**config.mk**
```make
export PLATFORM = sky130hd
export DESIGN_NAME = lcdController
export DESIGN_NICKNAME = d
export VERILOG_FILES = /design/src/rtl/lcdPkg.sv /design/src/rtl/lcdController.sv /design/src/rtl/lcdBusWriter.sv /design/src/rtl/lcdSequencer.sv /design/src/rtl/lcdScript.sv
export SDC_FILE = /design/constraint.sdc
export NUM_CORES = 1
export LEC_CHECK = 0
export BUFFER_PORTS_ARGS = -buffer_cell sky130_fd_sc_hd__buf_2
export CAP_MARGIN = 20
export CORE_MARGIN = 1.5
export CORE_UTILIZATION = 40
export CTS_BUF_LIST = sky130_fd_sc_hd__clkbuf_16
export CTS_CLUSTER_DIAMETER = 120
export DETAILED_ROUTE_END_ITERATION = 12
export PLACE_DENSITY = 0.72
export SETUP_SLACK_MARGIN = 0.1
export SYNTH_ARGS = -nofsm -noshare
export SYNTH_HDL_FRONTEND = slang
export SYNTH_HIERARCHICAL = 1
export SYNTH_SLANG_ARGS = --single-unit
```
**constraint.sdc**
```tcl
create_clock -name clk -period 4.55 [get_ports clk]
set_input_delay 0.455 -clock clk [delete_from_list [all_inputs] [get_ports clk]]
set_output_delay 0.455 -clock clk [all_outputs]
set_load 0.03 [all_outputs]
```
**src/rtl/lcdPkg.sv**
```systemverilog
package lcdPkg;

  // host side bus widths
  localparam int CMD_W = 32;
  localparam int BYTE_W = 8;

  // bit positions of the one-hot opcode on controlBus
  localparam int OP_INIT = 7;
  localparam int OP_DISP_ON = 6;
  localparam int OP_DISP_OFF = 5;
  localparam int OP_RED = 4;
  localparam int OP_GREEN = 3;
  localparam int OP_BLUE = 2;
  localparam int OP_BLACK = 1;
  localparam int OP_WHITE = 0;

  // script selection held through a run
  typedef enum logic [3:0] {
    OP_NONE = 4'd0,
    SEL_INIT = 4'd1,
    SEL_DISP_ON = 4'd2,
    SEL_DISP_OFF = 4'd3,
    SEL_RED = 4'd4,
    SEL_GREEN = 4'd5,
    SEL_BLUE = 4'd6,
    SEL_BLACK = 4'd7,
    SEL_WHITE = 4'd8
  } opSelT;

  // panel command set
  localparam logic [BYTE_W-1:0] CMD_SW_RESET = 8'h01;
  localparam logic [BYTE_W-1:0] CMD_SLEEP_IN = 8'h10;
  localparam logic [BYTE_W-1:0] CMD_SLEEP_OUT = 8'h11;
  localparam logic [BYTE_W-1:0] CMD_DISP_OFF = 8'h28;
  localparam logic [BYTE_W-1:0] CMD_DISP_ON = 8'h29;
  localparam logic [BYTE_W-1:0] CMD_COL_ADDR = 8'h2A;
  localparam logic [BYTE_W-1:0] CMD_PAGE_ADDR = 8'h2B;
  localparam logic [BYTE_W-1:0] CMD_MEM_WRITE = 8'h2C;
  localparam logic [BYTE_W-1:0] CMD_ORIENT = 8'h36;
  localparam logic [BYTE_W-1:0] CMD_PIXEL_FMT = 8'h3A;

  // 16-bit colour, row/column exchange orientation
  localparam logic [BYTE_W-1:0] PARAM_PIXEL_FMT = 8'h55;
  localparam logic [BYTE_W-1:0] PARAM_ORIENT = 8'hB8;

  // rgb565, sent high byte first
  localparam logic [15:0] COLOR_RED = 16'hF800;
  localparam logic [15:0] COLOR_GREEN = 16'h07E0;
  localparam logic [15:0] COLOR_BLUE = 16'h001F;
  localparam logic [15:0] COLOR_BLACK = 16'h0000;
  localparam logic [15:0] COLOR_WHITE = 16'hFFFF;

  // wait lengths in clock cycles
  localparam logic [31:0] RESET_WAIT = 32'd1_200_000;
  localparam logic [31:0] WAKE_WAIT = 32'd50_000;
  localparam logic [31:0] SLEEP_WAIT = 32'd1_200_000;

  // write strobe shape
  localparam int WR_LOW_CYCLES = 2;
  localparam int WR_HIGH_CYCLES = 2;
  localparam int WR_PHASE_W = $clog2(WR_LOW_CYCLES + WR_HIGH_CYCLES);
  localparam logic [WR_PHASE_W-1:0] WR_LOW_LAST = WR_PHASE_W'(WR_LOW_CYCLES - 1);
  localparam logic [WR_PHASE_W-1:0] WR_LAST = WR_PHASE_W'(WR_LOW_CYCLES + WR_HIGH_CYCLES - 1);

  typedef enum logic [1:0] {
    STEP_CMD = 2'd0,
    STEP_PARAM = 2'd1,
    STEP_WAIT = 2'd2,
    STEP_END = 2'd3
  } stepKindT;

  // WAIT_COORD marks a parameter step whose byte comes from xBus or yBus
  typedef enum logic [1:0] {
    WAIT_RESET = 2'd0,
    WAIT_WAKE = 2'd1,
    WAIT_SLEEP = 2'd2,
    WAIT_COORD = 2'd3
  } waitSelT;

  typedef struct packed {
    stepKindT kind;
    logic [BYTE_W-1:0] value;
    waitSelT waitSel;
  } stepT;

  localparam int STEP_IDX_W = 5;

endpackage
```
**src/rtl/lcdController.sv**
```systemverilog
`timescale 1ns/1ps

module lcdController (
  input logic clk,
  input logic rst,
  input logic [lcdPkg::CMD_W-1:0] controlBus,
  input logic [lcdPkg::CMD_W-1:0] xBus,
  input logic [lcdPkg::CMD_W-1:0] yBus,
  output logic ack,
  output logic csx,
  output logic dcx,
  output logic wrx,
  output logic [lcdPkg::BYTE_W-1:0] data
);

  lcdPkg::opSelT opSel;
  logic [lcdPkg::STEP_IDX_W-1:0] stepIdx;
  lcdPkg::stepT step;
  logic wrReq;
  logic [lcdPkg::BYTE_W-1:0] wrByte;
  logic wrIsData;
  logic wrDone;

  // script walker, owns csx and ack
  lcdSequencer uSequencer (
    .clk(clk),
    .rst(rst),
    .controlBus(controlBus),
    .xBus(xBus),
    .yBus(yBus),
    .step(step),
    .wrDone(wrDone),
    .opSel(opSel),
    .stepIdx(stepIdx),
    .wrReq(wrReq),
    .wrByte(wrByte),
    .wrIsData(wrIsData),
    .csx(csx),
    .ack(ack)
  );

  lcdScript uScript (
    .opSel(opSel),
    .stepIdx(stepIdx),
    .step(step)
  );

  // 8080 write strobe generation
  lcdBusWriter uBusWriter (
    .clk(clk),
    .rst(rst),
    .wrReq(wrReq),
    .wrByte(wrByte),
    .wrIsData(wrIsData),
    .wrDone(wrDone),
    .dcx(dcx),
    .wrx(wrx),
    .data(data)
  );

endmodule

```
**src/rtl/lcdBusWriter.sv**
```systemverilog
`timescale 1ns/1ps

module lcdBusWriter (
  input logic clk,
  input logic rst,
  input logic wrReq,
  input logic [lcdPkg::BYTE_W-1:0] wrByte,
  input logic wrIsData,
  output logic wrDone,
  output logic dcx,
  output logic wrx,
  output logic [lcdPkg::BYTE_W-1:0] data
);

  logic busy;
  logic [lcdPkg::WR_PHASE_W-1:0] phase;

  // last high cycle of the strobe
  assign wrDone = busy && (phase == lcdPkg::WR_LAST);

  always_ff @(posedge clk or posedge rst) begin
    if (rst) begin
      busy <= 1'b0;
      phase <= '0;
      wrx <= 1'b1;
      dcx <= 1'b1;
      data <= '0;
    end else begin
      if (wrReq) begin
        // dcx low marks a command byte
        busy <= 1'b1;
        phase <= '0;
        wrx <= 1'b0;
        dcx <= wrIsData;
        data <= wrByte;
      end else if (busy) begin
        phase <= phase + 1'b1;
        // panel latches on this rising edge
        if (phase == lcdPkg::WR_LOW_LAST)
          wrx <= 1'b1;
        if (phase == lcdPkg::WR_LAST)
          busy <= 1'b0;
      end
    end
  end

  // dcx and data hold their value until the next request

endmodule

```
**src/rtl/lcdSequencer.sv**
```systemverilog
`timescale 1ns/1ps

module lcdSequencer (
  input logic clk,
  input logic rst,
  input logic [lcdPkg::CMD_W-1:0] controlBus,
  input logic [lcdPkg::CMD_W-1:0] xBus,
  input logic [lcdPkg::CMD_W-1:0] yBus,
  input lcdPkg::stepT step,
  input logic wrDone,
  output lcdPkg::opSelT opSel,
  output logic [lcdPkg::STEP_IDX_W-1:0] stepIdx,
  output logic wrReq,
  output logic [lcdPkg::BYTE_W-1:0] wrByte,
  output logic wrIsData,
  output logic csx,
  output logic ack
);

  typedef enum logic [2:0] {
    S_IDLE,
    S_ISSUE,
    S_WRITE,
    S_WAIT,
    S_ACK,
    S_REARM
  } stateT;

  stateT state;
  lcdPkg::opSelT decodedSel;
  logic [31:0] waitCnt;
  logic [31:0] waitLen;
  logic [lcdPkg::CMD_W-1:0] coordBus;
  logic isCoord;

  // anything not exactly one known opcode bit decodes to OP_NONE
  always_comb begin
    decodedSel = lcdPkg::OP_NONE;
    if ($onehot(controlBus)) begin
      if (controlBus[lcdPkg::OP_INIT]) decodedSel = lcdPkg::SEL_INIT;
      else if (controlBus[lcdPkg::OP_DISP_ON]) decodedSel = lcdPkg::SEL_DISP_ON;
      else if (controlBus[lcdPkg::OP_DISP_OFF]) decodedSel = lcdPkg::SEL_DISP_OFF;
      else if (controlBus[lcdPkg::OP_RED]) decodedSel = lcdPkg::SEL_RED;
      else if (controlBus[lcdPkg::OP_GREEN]) decodedSel = lcdPkg::SEL_GREEN;
      else if (controlBus[lcdPkg::OP_BLUE]) decodedSel = lcdPkg::SEL_BLUE;
      else if (controlBus[lcdPkg::OP_BLACK]) decodedSel = lcdPkg::SEL_BLACK;
      else if (controlBus[lcdPkg::OP_WHITE]) decodedSel = lcdPkg::SEL_WHITE;
    end
  end

  always_comb begin
    case (step.waitSel)
      lcdPkg::WAIT_RESET: waitLen = lcdPkg::RESET_WAIT;
      lcdPkg::WAIT_SLEEP: waitLen = lcdPkg::SLEEP_WAIT;
      default: waitLen = lcdPkg::WAKE_WAIT;
    endcase
  end

  // coordinate slots pull a byte from the window buses, high byte first
  assign isCoord = (step.kind == lcdPkg::STEP_PARAM) && (step.waitSel == lcdPkg::WAIT_COORD);
  assign coordBus = step.value[2] ? yBus : xBus;

  always_comb begin
    if (isCoord)
      wrByte = coordBus[{step.value[1:0], 3'b000} +: lcdPkg::BYTE_W];
    else
      wrByte = step.value;
  end

  assign wrIsData = (step.kind == lcdPkg::STEP_PARAM);
  assign wrReq = (state == S_ISSUE) &&
                 ((step.kind == lcdPkg::STEP_CMD) || (step.kind == lcdPkg::STEP_PARAM));

  always_ff @(posedge clk or posedge rst) begin
    if (rst) begin
      state <= S_IDLE;
      opSel <= lcdPkg::OP_NONE;
      stepIdx <= '0;
      waitCnt <= '0;
      csx <= 1'b1;
      ack <= 1'b0;
    end else begin
      ack <= 1'b0;
      case (state)
        S_IDLE: begin
          if (decodedSel != lcdPkg::OP_NONE) begin
            opSel <= decodedSel;
            stepIdx <= '0;
            csx <= 1'b0;
            state <= S_ISSUE;
          end
        end
        S_ISSUE: begin
          case (step.kind)
            lcdPkg::STEP_CMD, lcdPkg::STEP_PARAM: state <= S_WRITE;
            lcdPkg::STEP_WAIT: begin
              // the issue cycle counts as the first wait cycle
              waitCnt <= waitLen - 32'd1;
              state <= S_WAIT;
            end
            default: begin
              csx <= 1'b1;
              state <= S_ACK;
            end
          endcase
        end
        S_WRITE: begin
          if (wrDone) begin
            stepIdx <= stepIdx + 1'b1;
            state <= S_ISSUE;
          end
        end
        S_WAIT: begin
          if (waitCnt == 32'd1) begin
            stepIdx <= stepIdx + 1'b1;
            state <= S_ISSUE;
          end else begin
            waitCnt <= waitCnt - 32'd1;
          end
        end
        S_ACK: begin
          ack <= 1'b1;
          opSel <= lcdPkg::OP_NONE;
          state <= S_REARM;
        end
        // host must release controlBus before the next run
        default: begin
          if (controlBus == '0)
            state <= S_IDLE;
        end
      endcase
    end
  end

endmodule

```
**src/rtl/lcdScript.sv**
```systemverilog
`timescale 1ns/1ps

module lcdScript (
  input lcdPkg::opSelT opSel,
  input logic [lcdPkg::STEP_IDX_W-1:0] stepIdx,
  output lcdPkg::stepT step
);

  logic [15:0] color;

  function automatic lcdPkg::stepT cmdStep(input logic [lcdPkg::BYTE_W-1:0] value);
    return '{kind: lcdPkg::STEP_CMD, value: value, waitSel: lcdPkg::WAIT_RESET};
  endfunction

  function automatic lcdPkg::stepT paramStep(input logic [lcdPkg::BYTE_W-1:0] value);
    return '{kind: lcdPkg::STEP_PARAM, value: value, waitSel: lcdPkg::WAIT_RESET};
  endfunction

  function automatic lcdPkg::stepT waitStep(input lcdPkg::waitSelT sel);
    return '{kind: lcdPkg::STEP_WAIT, value: '0, waitSel: sel};
  endfunction

  // value bit 2 picks yBus over xBus, bits 1:0 give the byte index
  function automatic lcdPkg::stepT slotStep(input logic isY, input logic [1:0] idx);
    return '{kind: lcdPkg::STEP_PARAM,
             value: {{(lcdPkg::BYTE_W - 3){1'b0}}, isY, idx},
             waitSel: lcdPkg::WAIT_COORD};
  endfunction

  function automatic lcdPkg::stepT endStep();
    return '{kind: lcdPkg::STEP_END, value: '0, waitSel: lcdPkg::WAIT_RESET};
  endfunction

  // colour bytes of the pixel scripts
  always_comb begin
    case (opSel)
      lcdPkg::SEL_RED: color = lcdPkg::COLOR_RED;
      lcdPkg::SEL_GREEN: color = lcdPkg::COLOR_GREEN;
      lcdPkg::SEL_BLUE: color = lcdPkg::COLOR_BLUE;
      lcdPkg::SEL_WHITE: color = lcdPkg::COLOR_WHITE;
      default: color = lcdPkg::COLOR_BLACK;
    endcase
  end

  always_comb begin
    step = endStep();
    case (opSel)
      lcdPkg::SEL_INIT: begin
        case (stepIdx)
          5'd0: step = cmdStep(lcdPkg::CMD_SLEEP_IN);
          5'd1: step = waitStep(lcdPkg::WAIT_RESET);
          5'd2: step = cmdStep(lcdPkg::CMD_SW_RESET);
          5'd3: step = waitStep(lcdPkg::WAIT_RESET);
          5'd4: step = cmdStep(lcdPkg::CMD_SLEEP_OUT);
          5'd5: step = waitStep(lcdPkg::WAIT_WAKE);
          5'd6: step = cmdStep(lcdPkg::CMD_PIXEL_FMT);
          5'd7: step = paramStep(lcdPkg::PARAM_PIXEL_FMT);
          5'd8: step = cmdStep(lcdPkg::CMD_ORIENT);
          5'd9: step = paramStep(lcdPkg::PARAM_ORIENT);
          5'd10: step = cmdStep(lcdPkg::CMD_DISP_ON);
          default: step = endStep();
        endcase
      end
      lcdPkg::SEL_DISP_OFF: begin
        case (stepIdx)
          5'd0: step = cmdStep(lcdPkg::CMD_DISP_OFF);
          5'd1: step = waitStep(lcdPkg::WAIT_WAKE);
          5'd2: step = cmdStep(lcdPkg::CMD_SLEEP_IN);
          5'd3: step = waitStep(lcdPkg::WAIT_SLEEP);
          default: step = endStep();
        endcase
      end
      lcdPkg::SEL_DISP_ON: begin
        case (stepIdx)
          5'd0: step = cmdStep(lcdPkg::CMD_SLEEP_OUT);
          5'd1: step = waitStep(lcdPkg::WAIT_WAKE);
          5'd2: step = cmdStep(lcdPkg::CMD_DISP_ON);
          5'd3: step = waitStep(lcdPkg::WAIT_WAKE);
          default: step = endStep();
        endcase
      end
      lcdPkg::SEL_RED, lcdPkg::SEL_GREEN, lcdPkg::SEL_BLUE,
      lcdPkg::SEL_BLACK, lcdPkg::SEL_WHITE: begin
        // shared window prologue, then the two colour bytes
        case (stepIdx)
          5'd0: step = cmdStep(lcdPkg::CMD_COL_ADDR);
          5'd1: step = slotStep(1'b0, 2'd3);
          5'd2: step = slotStep(1'b0, 2'd2);
          5'd3: step = slotStep(1'b0, 2'd1);
          5'd4: step = slotStep(1'b0, 2'd0);
          5'd5: step = cmdStep(lcdPkg::CMD_PAGE_ADDR);
          5'd6: step = slotStep(1'b1, 2'd3);
          5'd7: step = slotStep(1'b1, 2'd2);
          5'd8: step = slotStep(1'b1, 2'd1);
          5'd9: step = slotStep(1'b1, 2'd0);
          5'd10: step = cmdStep(lcdPkg::CMD_MEM_WRITE);
          5'd11: step = paramStep(color[15:8]);
          5'd12: step = paramStep(color[7:0]);
          default: step = endStep();
        endcase
      end
      default: step = endStep();
    endcase
  end

endmodule

```
==> Word level (Yosys, flattened, before mapping) <==
Memories as Yosys holds them, arrays and structs flattened.
Cells that the tools add are included.
Widths: inputs -> output; s select.
{ "totals": {"ff_bits": 59, "mem_count": 1, "input_bits": 98, "romBits": 176} }
{ "op_classes": {"shifts": 1, "reduce_logical": 28, "eq_ne": 38, "n_mux": 45, "add_sub_neg": 35} }
{ "mem_list": {"columns": ["memory", "words", "word_bits", "rd", "rd_ports_with_merged_regs", "write_ports", "line", "rtl"], "rows": [
  ["(name not given)", 16, 11, 1, 0, 0, "lcdScript.sv:49", "case (stepIdx)"]
]} }
{ "op_table": {"columns": ["operator", "n"], "rows": [
  ["$pmux 12 s13", 1],
  ["$mux 32", 3],
  ["$pmux 12 s4", 2],
  ["$add 6x6->6", 15],
  ["$pmux 16 s4", 1],
  ["$pmux 32 s2", 1],
  ["$mux 4", 10],
  ["$pmux 12 s3", 1],
  ["$add 1x1->2", 16],
  ["$eq 32x1->1 const B", 1],
  ["$logic_not 32->1", 1],
  ["$shiftx 32x6->8", 1],
  ["$sub 32x1->32 const B", 1],
  ["$eq 5x4->1 const B", 5],
  ["$sub 21x1->22 const B", 1],
  ["$mux 21", 1],
  ["$eq 5x3->1 const B", 4],
  ["$eq 4x3->1 const B", 4],
  ["$mux 5", 3],
  ["$pmux 3 s5", 1],
  ["$pmux 5 s3", 1],
  ["$mux 12", 1],
  ["$mux 3", 4],
  ["$eq 5x2->1 const B", 2],
  ["other kinds (35)", 66]
]} }

==> Logic depth before layout (Yosys ltp) <==
{ "depth": {"word_depth": 12, "ltp_mapped": 20, "depth_no_buf": 19} }

==> Modules after synthesis <==
Netlist, hierarchy kept.
{ "by_module_without_submodules": {"columns": ["module", "cells_each", "area_each_um2", "instances"], "rows": [
  ["lcdSequencer", 433, 4017.6, 1],
  ["lcdScript", 131, 877.1, 1],
  ["lcdBusWriter", 36, 546.8, 1]
]} }

==> Least setup slack after synthesis <==
No wires, ideal clock.
{ "synth_timing": {"path_type": "input -> register", "startpoint": "input port controlBus[5] (netlist name)", "endpoint": "register uSequencer/stepIdx[3] (netlist name)", "required_ps": 4481, "slack_ps": -1331, "n_path_buf": 0, "path_stages": 18, "setup_time_ps": 69, "t_arrival_ps": 5812, "path_cell_list": "inv_1 fa_1 inv_1 fa_1 fa_1 fa_1 fa_1 inv_1 fa_1 inv_1 ha_1 fa_1 nor4_1 nand4b_1 o41ai_1 nand2_4 or4_1 nand3_1"} }
{ "synth_via": {"elab_chain_len": 10, "word_cells_on_any_way": 13} }
{ "synth_rtl": {"columns": ["element", "line", "rtl"], "rows": [
  ["start: declaration", "lcdController.sv:6", "input logic [lcdPkg::CMD_W-1:0] controlBus,"],
  ["$add 1x1->2 (implied by the code)", "lcdSequencer.sv:39", "if ($onehot(controlBus)) begin"],
  ["$add 6x6->6 (implied by the code) (4 in series)", "lcdSequencer.sv:39", null],
  ["$eq 6x1->1", "lcdSequencer.sv:39", null],
  ["$mux 4 (*)", "lcdSequencer.sv:39", null],
  ["$reduce_bool 4->1 (*)", "lcdSequencer.sv:86", "if (decodedSel != lcdPkg::OP_NONE) begin"],
  ["$ne 2x1->1 (no source line) (*)", null, null],
  ["$reduce_and 4->1 (no source line) (*)", null, null],
  ["end signal: assignment", "lcdSequencer.sv:109", "stepIdx <= stepIdx + 1'b1;"],
  ["end signal: assignment", "lcdSequencer.sv:115", "stepIdx <= stepIdx + 1'b1;"],
  ["end: declaration", "lcdSequencer.sv:12", "output logic [lcdPkg::STEP_IDX_W-1:0] stepIdx,"]
]} }
Every way passes the cells marked *; elsewhere a longest branch is shown, timed or not.
A chain may end at the register's enable or synchronous reset.

==> Worst setup path after layout <==
{ "layout_timing": {"startpoint": "input port controlBus[7] (netlist name)", "endpoint": "register uSequencer/stepIdx[4] (netlist name)"} }
Same word-level chain as after synthesis.

==> qor.yml <==
critical_path:
  reg2reg_from: "uSequencer/stepIdx[1]$_DFFE_PP0P_"
  cp_slowest_cell: "fa_1"
  critical_path.most_common_cell: "fa_1"
  r2r-end: "uSequencer/waitCnt[15]$_DFFE_PP0P_"
  cp-end-kind: "register"
  critical_path_arrival_ns: 5.76
  crit_type: "in2reg"
  max_stage_delay_ns: 0.57
  worstPathMaxFanout: 4
  start_kind: "input pin"
  worstRegToRegCells: 13
  worstPathCellList: "buf_8 > inv_4 > fa_1 > inv_2 > fa_1 > fa_1 > fa_1 > fa_1 > inv_1 > fa_1 > inv_1 > ha_2 > fa_2 > nor4_4 > nand4b_1 > o41ai_2 > buf_4 > nand2_4 > or4_1 > nand3_1"
  critPathTopFamily: "adder cells"
  crit_buf_inv: 6
  r2r_slack_ns: 0.78
  required_ns: 4.82
timing:
  hold_ws_ns: -0.000161
  finClkSkew_ns: 0.00943
  worst_slack_ns: -0.944
  rsz0062_at_grt: "yes"
  setup_viol: 11
  post-route-period-util_pct: 121
  period_needed_ns: 5.49
  slew_violations: 0
  worst_pin_slew_ns: 0.859
  fmax_ghz: 0.182
  hold_violations: 1
  slew_headroom_pct: 42.7
clocking:
  cts_tree: "yes"
  clkLatencyLatePin_ns: 0.34
  cts_max_path_buffers: 2
  ctsHoldBuffers: 0
  numClockSinks: 59
  cts_buffers: 9
  path_clk_slew_ns: 0.06
  htree_levels: 3
  cts_root_buf: "clkbuf_16"
place:
  placed_cells: 879
  place.gp.congestion: 0.880
  io_buffers: 109
  hpwlAfterDp_mm: 10.3
synth:
  synth_area_leaders: "dfrtp_1 26%, fa_1 8.8%, mux4_2 6.6%"
  synth_edf_count: 0
  synth_top_family_by_area: "simple AND/OR/NAND/NOR gates"
  synth_compound_area_share_pct: 16.4
  muxShareOfSynthArea_pct: 10.8
  synth_area_sq_um: 5440
  synth.distinct_cells: 77
  synth_simple_gate_area_share_pct: 21.5
  ys.flop_type: "dfrtp_1"
  avgSynthCellArea_sq_um: 9.07
  async_reset_ff_share_pct: 100
  ys_seq_elements: 59
  synth_xor_area_share_pct: 3.86
  yosysSeqAreaShare_pct: 27.2
  netlist_instances: 600
  yosysWarnings: 6
  synth_fa_ha_area_share_pct: 13.2
  yosysTopAreaCell: "dfrtp_1"
  synth_top_area_share_pct: 25.8
  syn_nets: 741
final_layout:
  antenna_cells: 0
  drive_above_1_share_pct: 30.8
  fill_cells: 1296
  fin_nets: 860
  syn_to_final_growth_pct: 23.0
  postLayoutCoreUtil_pct: 50.5
  finalNonFillerCells: 900
floorplan:
  fp-row-count: 42
  pin_count: 110
  core_area_sq_um: 13200
  die_area_sq_um: 14300
  die_w_um: 120
  initial_core_util_pct: 41.1
  die_y_um: 120
drt:
  ant_nets: 0
  routed_wl_mm: 13.8
  drt-initial-drc-count: 315
  vias: 4848
  post_drt_wl_per_cell_um: 15.3
  drc: 0
  vias_per_cell: 5.39
  firstDrtPassIters: 4
global_route:
  grt_pass1_wl_mm: 23.4
  antenna_found_initial: 0
  grt_overflow: 0
  first_global_vias: 4888
  track_usage_pct: 20.1
  grt_start_max_net_pins: 47
worst_hold_path:
  hold_class: "in2async"
power:
  ir_drop_v: 0.000284
  leakage_nw: 3.17
  power_density_nw_per_um2: 326
  p_total_mw: 2.18
run_status:
  failed_checks: "negative hold slack, negative setup slack"
  status: "finished with violations"
run:
  drv_cap: 0
-- through the flow --
step | cell area [sq um] | setup TNS [ns] | setup WS, ns
floorplan | 5470 | -7.76 | -0.943
global placement | 6270 | -11.49 | -1.24
detailed placement | 6270 | -12.55 | -1.35
CTS | 6640 | -9.05 | -1.01
global route | 6690 | -10.03 | -1.08
finish | 6690 | -8.44 | -0.944
-- final cells by class --
cell class                 instances  area (sq um)  area share (%)
multi-input combinational        449          3660            54.6
sequential                        59          1480            22.1
timing repair buffer             139           815            12.2
inverter                          61           236            3.53
clock buffer                       9           225            3.37
tap                              176           220            3.29
clock inverter                     7          58.8           0.879
-- registers in the layout, indices dropped and copies added (netlist names) --
signal / flops
uSequencer/waitCnt: 32
uBusWriter/data: 8
uSequencer/stepIdx: 5
uSequencer/opSel: 4
uSequencer/state: 3
uBusWriter/phase: 2
uBusWriter/busy: 1
uBusWriter/dcx: 1
uBusWriter/wrx: 1
uSequencer/ack: 1
uSequencer/csx: 1
-- power by group --
part           internal, mW  switching, mW
logic                 0.496          0.515
clock network         0.375          0.269
registers             0.525    0.000000441
-- cells in the mapped netlist, types with 4 or more instances --
cell / instances
o21ai_0: 39
xnor2_1: 7
and2_1: 6
clkbuf_1: 14
a31oi_1: 10
nor2_1: 56
nor4_1: 12
ha_1: 19
mux2i_1: 9
nor4_4: 4
o211ai_1: 6
nand4_1: 6
mux2_2: 4
o21ai_1: 5
or3_1: 5
or4_1: 5
nand2_1: 40
nand2b_1: 5
o21a_1: 5
xor2_1: 17
a211oi_1: 5
dfrtp_1: 56
a21oi_1: 27
mux2_4: 6
mux4_2: 16
nor3_1: 16
nor2b_1: 10
buf_2: 11
fa_1: 24
inv_1: 60
nor3b_1: 6
o31ai_1: 5
nand3b_1: 6
nand3_1: 15
-- cells in the final DEF (no fill, tap or decap), types with 6 or more instances in the layout --
| cell | count |
|---|---|
| a21oi_1 | 25 |
| a31oi_1 | 10 |
| and2_1 | 6 |
| buf_2 | 107 |
| buf_4 | 26 |
| clkbuf_16 | 9 |
| dfrtp_1 | 56 |
| fa_1 | 23 |
| ha_1 | 18 |
| inv_1 | 56 |
| mux2_4 | 6 |
| mux2i_1 | 9 |
| mux4_2 | 16 |
| nand2_1 | 40 |
| nand3_1 | 15 |
| nand3b_1 | 6 |
| nand4_1 | 6 |
| nor2_1 | 55 |
| nor2b_1 | 10 |
| nor3_1 | 15 |
| nor3b_1 | 6 |
| nor4_1 | 11 |
| o211ai_1 | 6 |
| o21ai_0 | 33 |
| o21ai_1 | 10 |
| xnor2_1 | 7 |
| xor2_1 | 17 |
-- what timing repair did --
action | CTS | global route
setup buffers | 4 | 0
pin swaps | 8 | 10
resized for setup | 18 | 8
setup endpoints to repair | 11 | 11
-- worst max path at each step --
stage | depth (start not counted) | end | slack [ns] | startpoint
global placement | 20 | uSequencer/stepIdx[3]$_DFFE_PP0P_ | -1.24 | controlBus[5]
floorplan | 18 | uSequencer/stepIdx[3]$_DFFE_PP0P_ | -0.94 | controlBus[11]
detailed placement | 20 | uSequencer/stepIdx[3]$_DFFE_PP0P_ | -1.35 | controlBus[5]
finish | 20 | uSequencer/stepIdx[4]$_DFFE_PP0P_ | -0.94 | controlBus[7]
global route | 20 | uSequencer/stepIdx[4]$_DFFE_PP0P_ | -1.08 | controlBus[7]
CTS | 20 | uSequencer/stepIdx[4]$_DFFE_PP0P_ | -1.01 | controlBus[7]
-- cells by family (layout without fill, tap and decap cells) --
group | Yosys count | after routing
fa+ha+maj | 43 | 43
flops | 59 | 59
mux | 35 | 35
compound gates | 138 | 138
buf+inv | 92 | 216
simple gates | 209 | 209
xor+xnor | 24 | 24
-- metal layers --
metal	vias up	part of all wire, %	global-route usage (%)
li1	2377	-	-
met1	2363	45	26.4
met2	93	51	34.1
met3	15	3.2	3.04
met4	0	1.3	6.77
met5	-	0	0
Power figures use the tool's default switching activity.
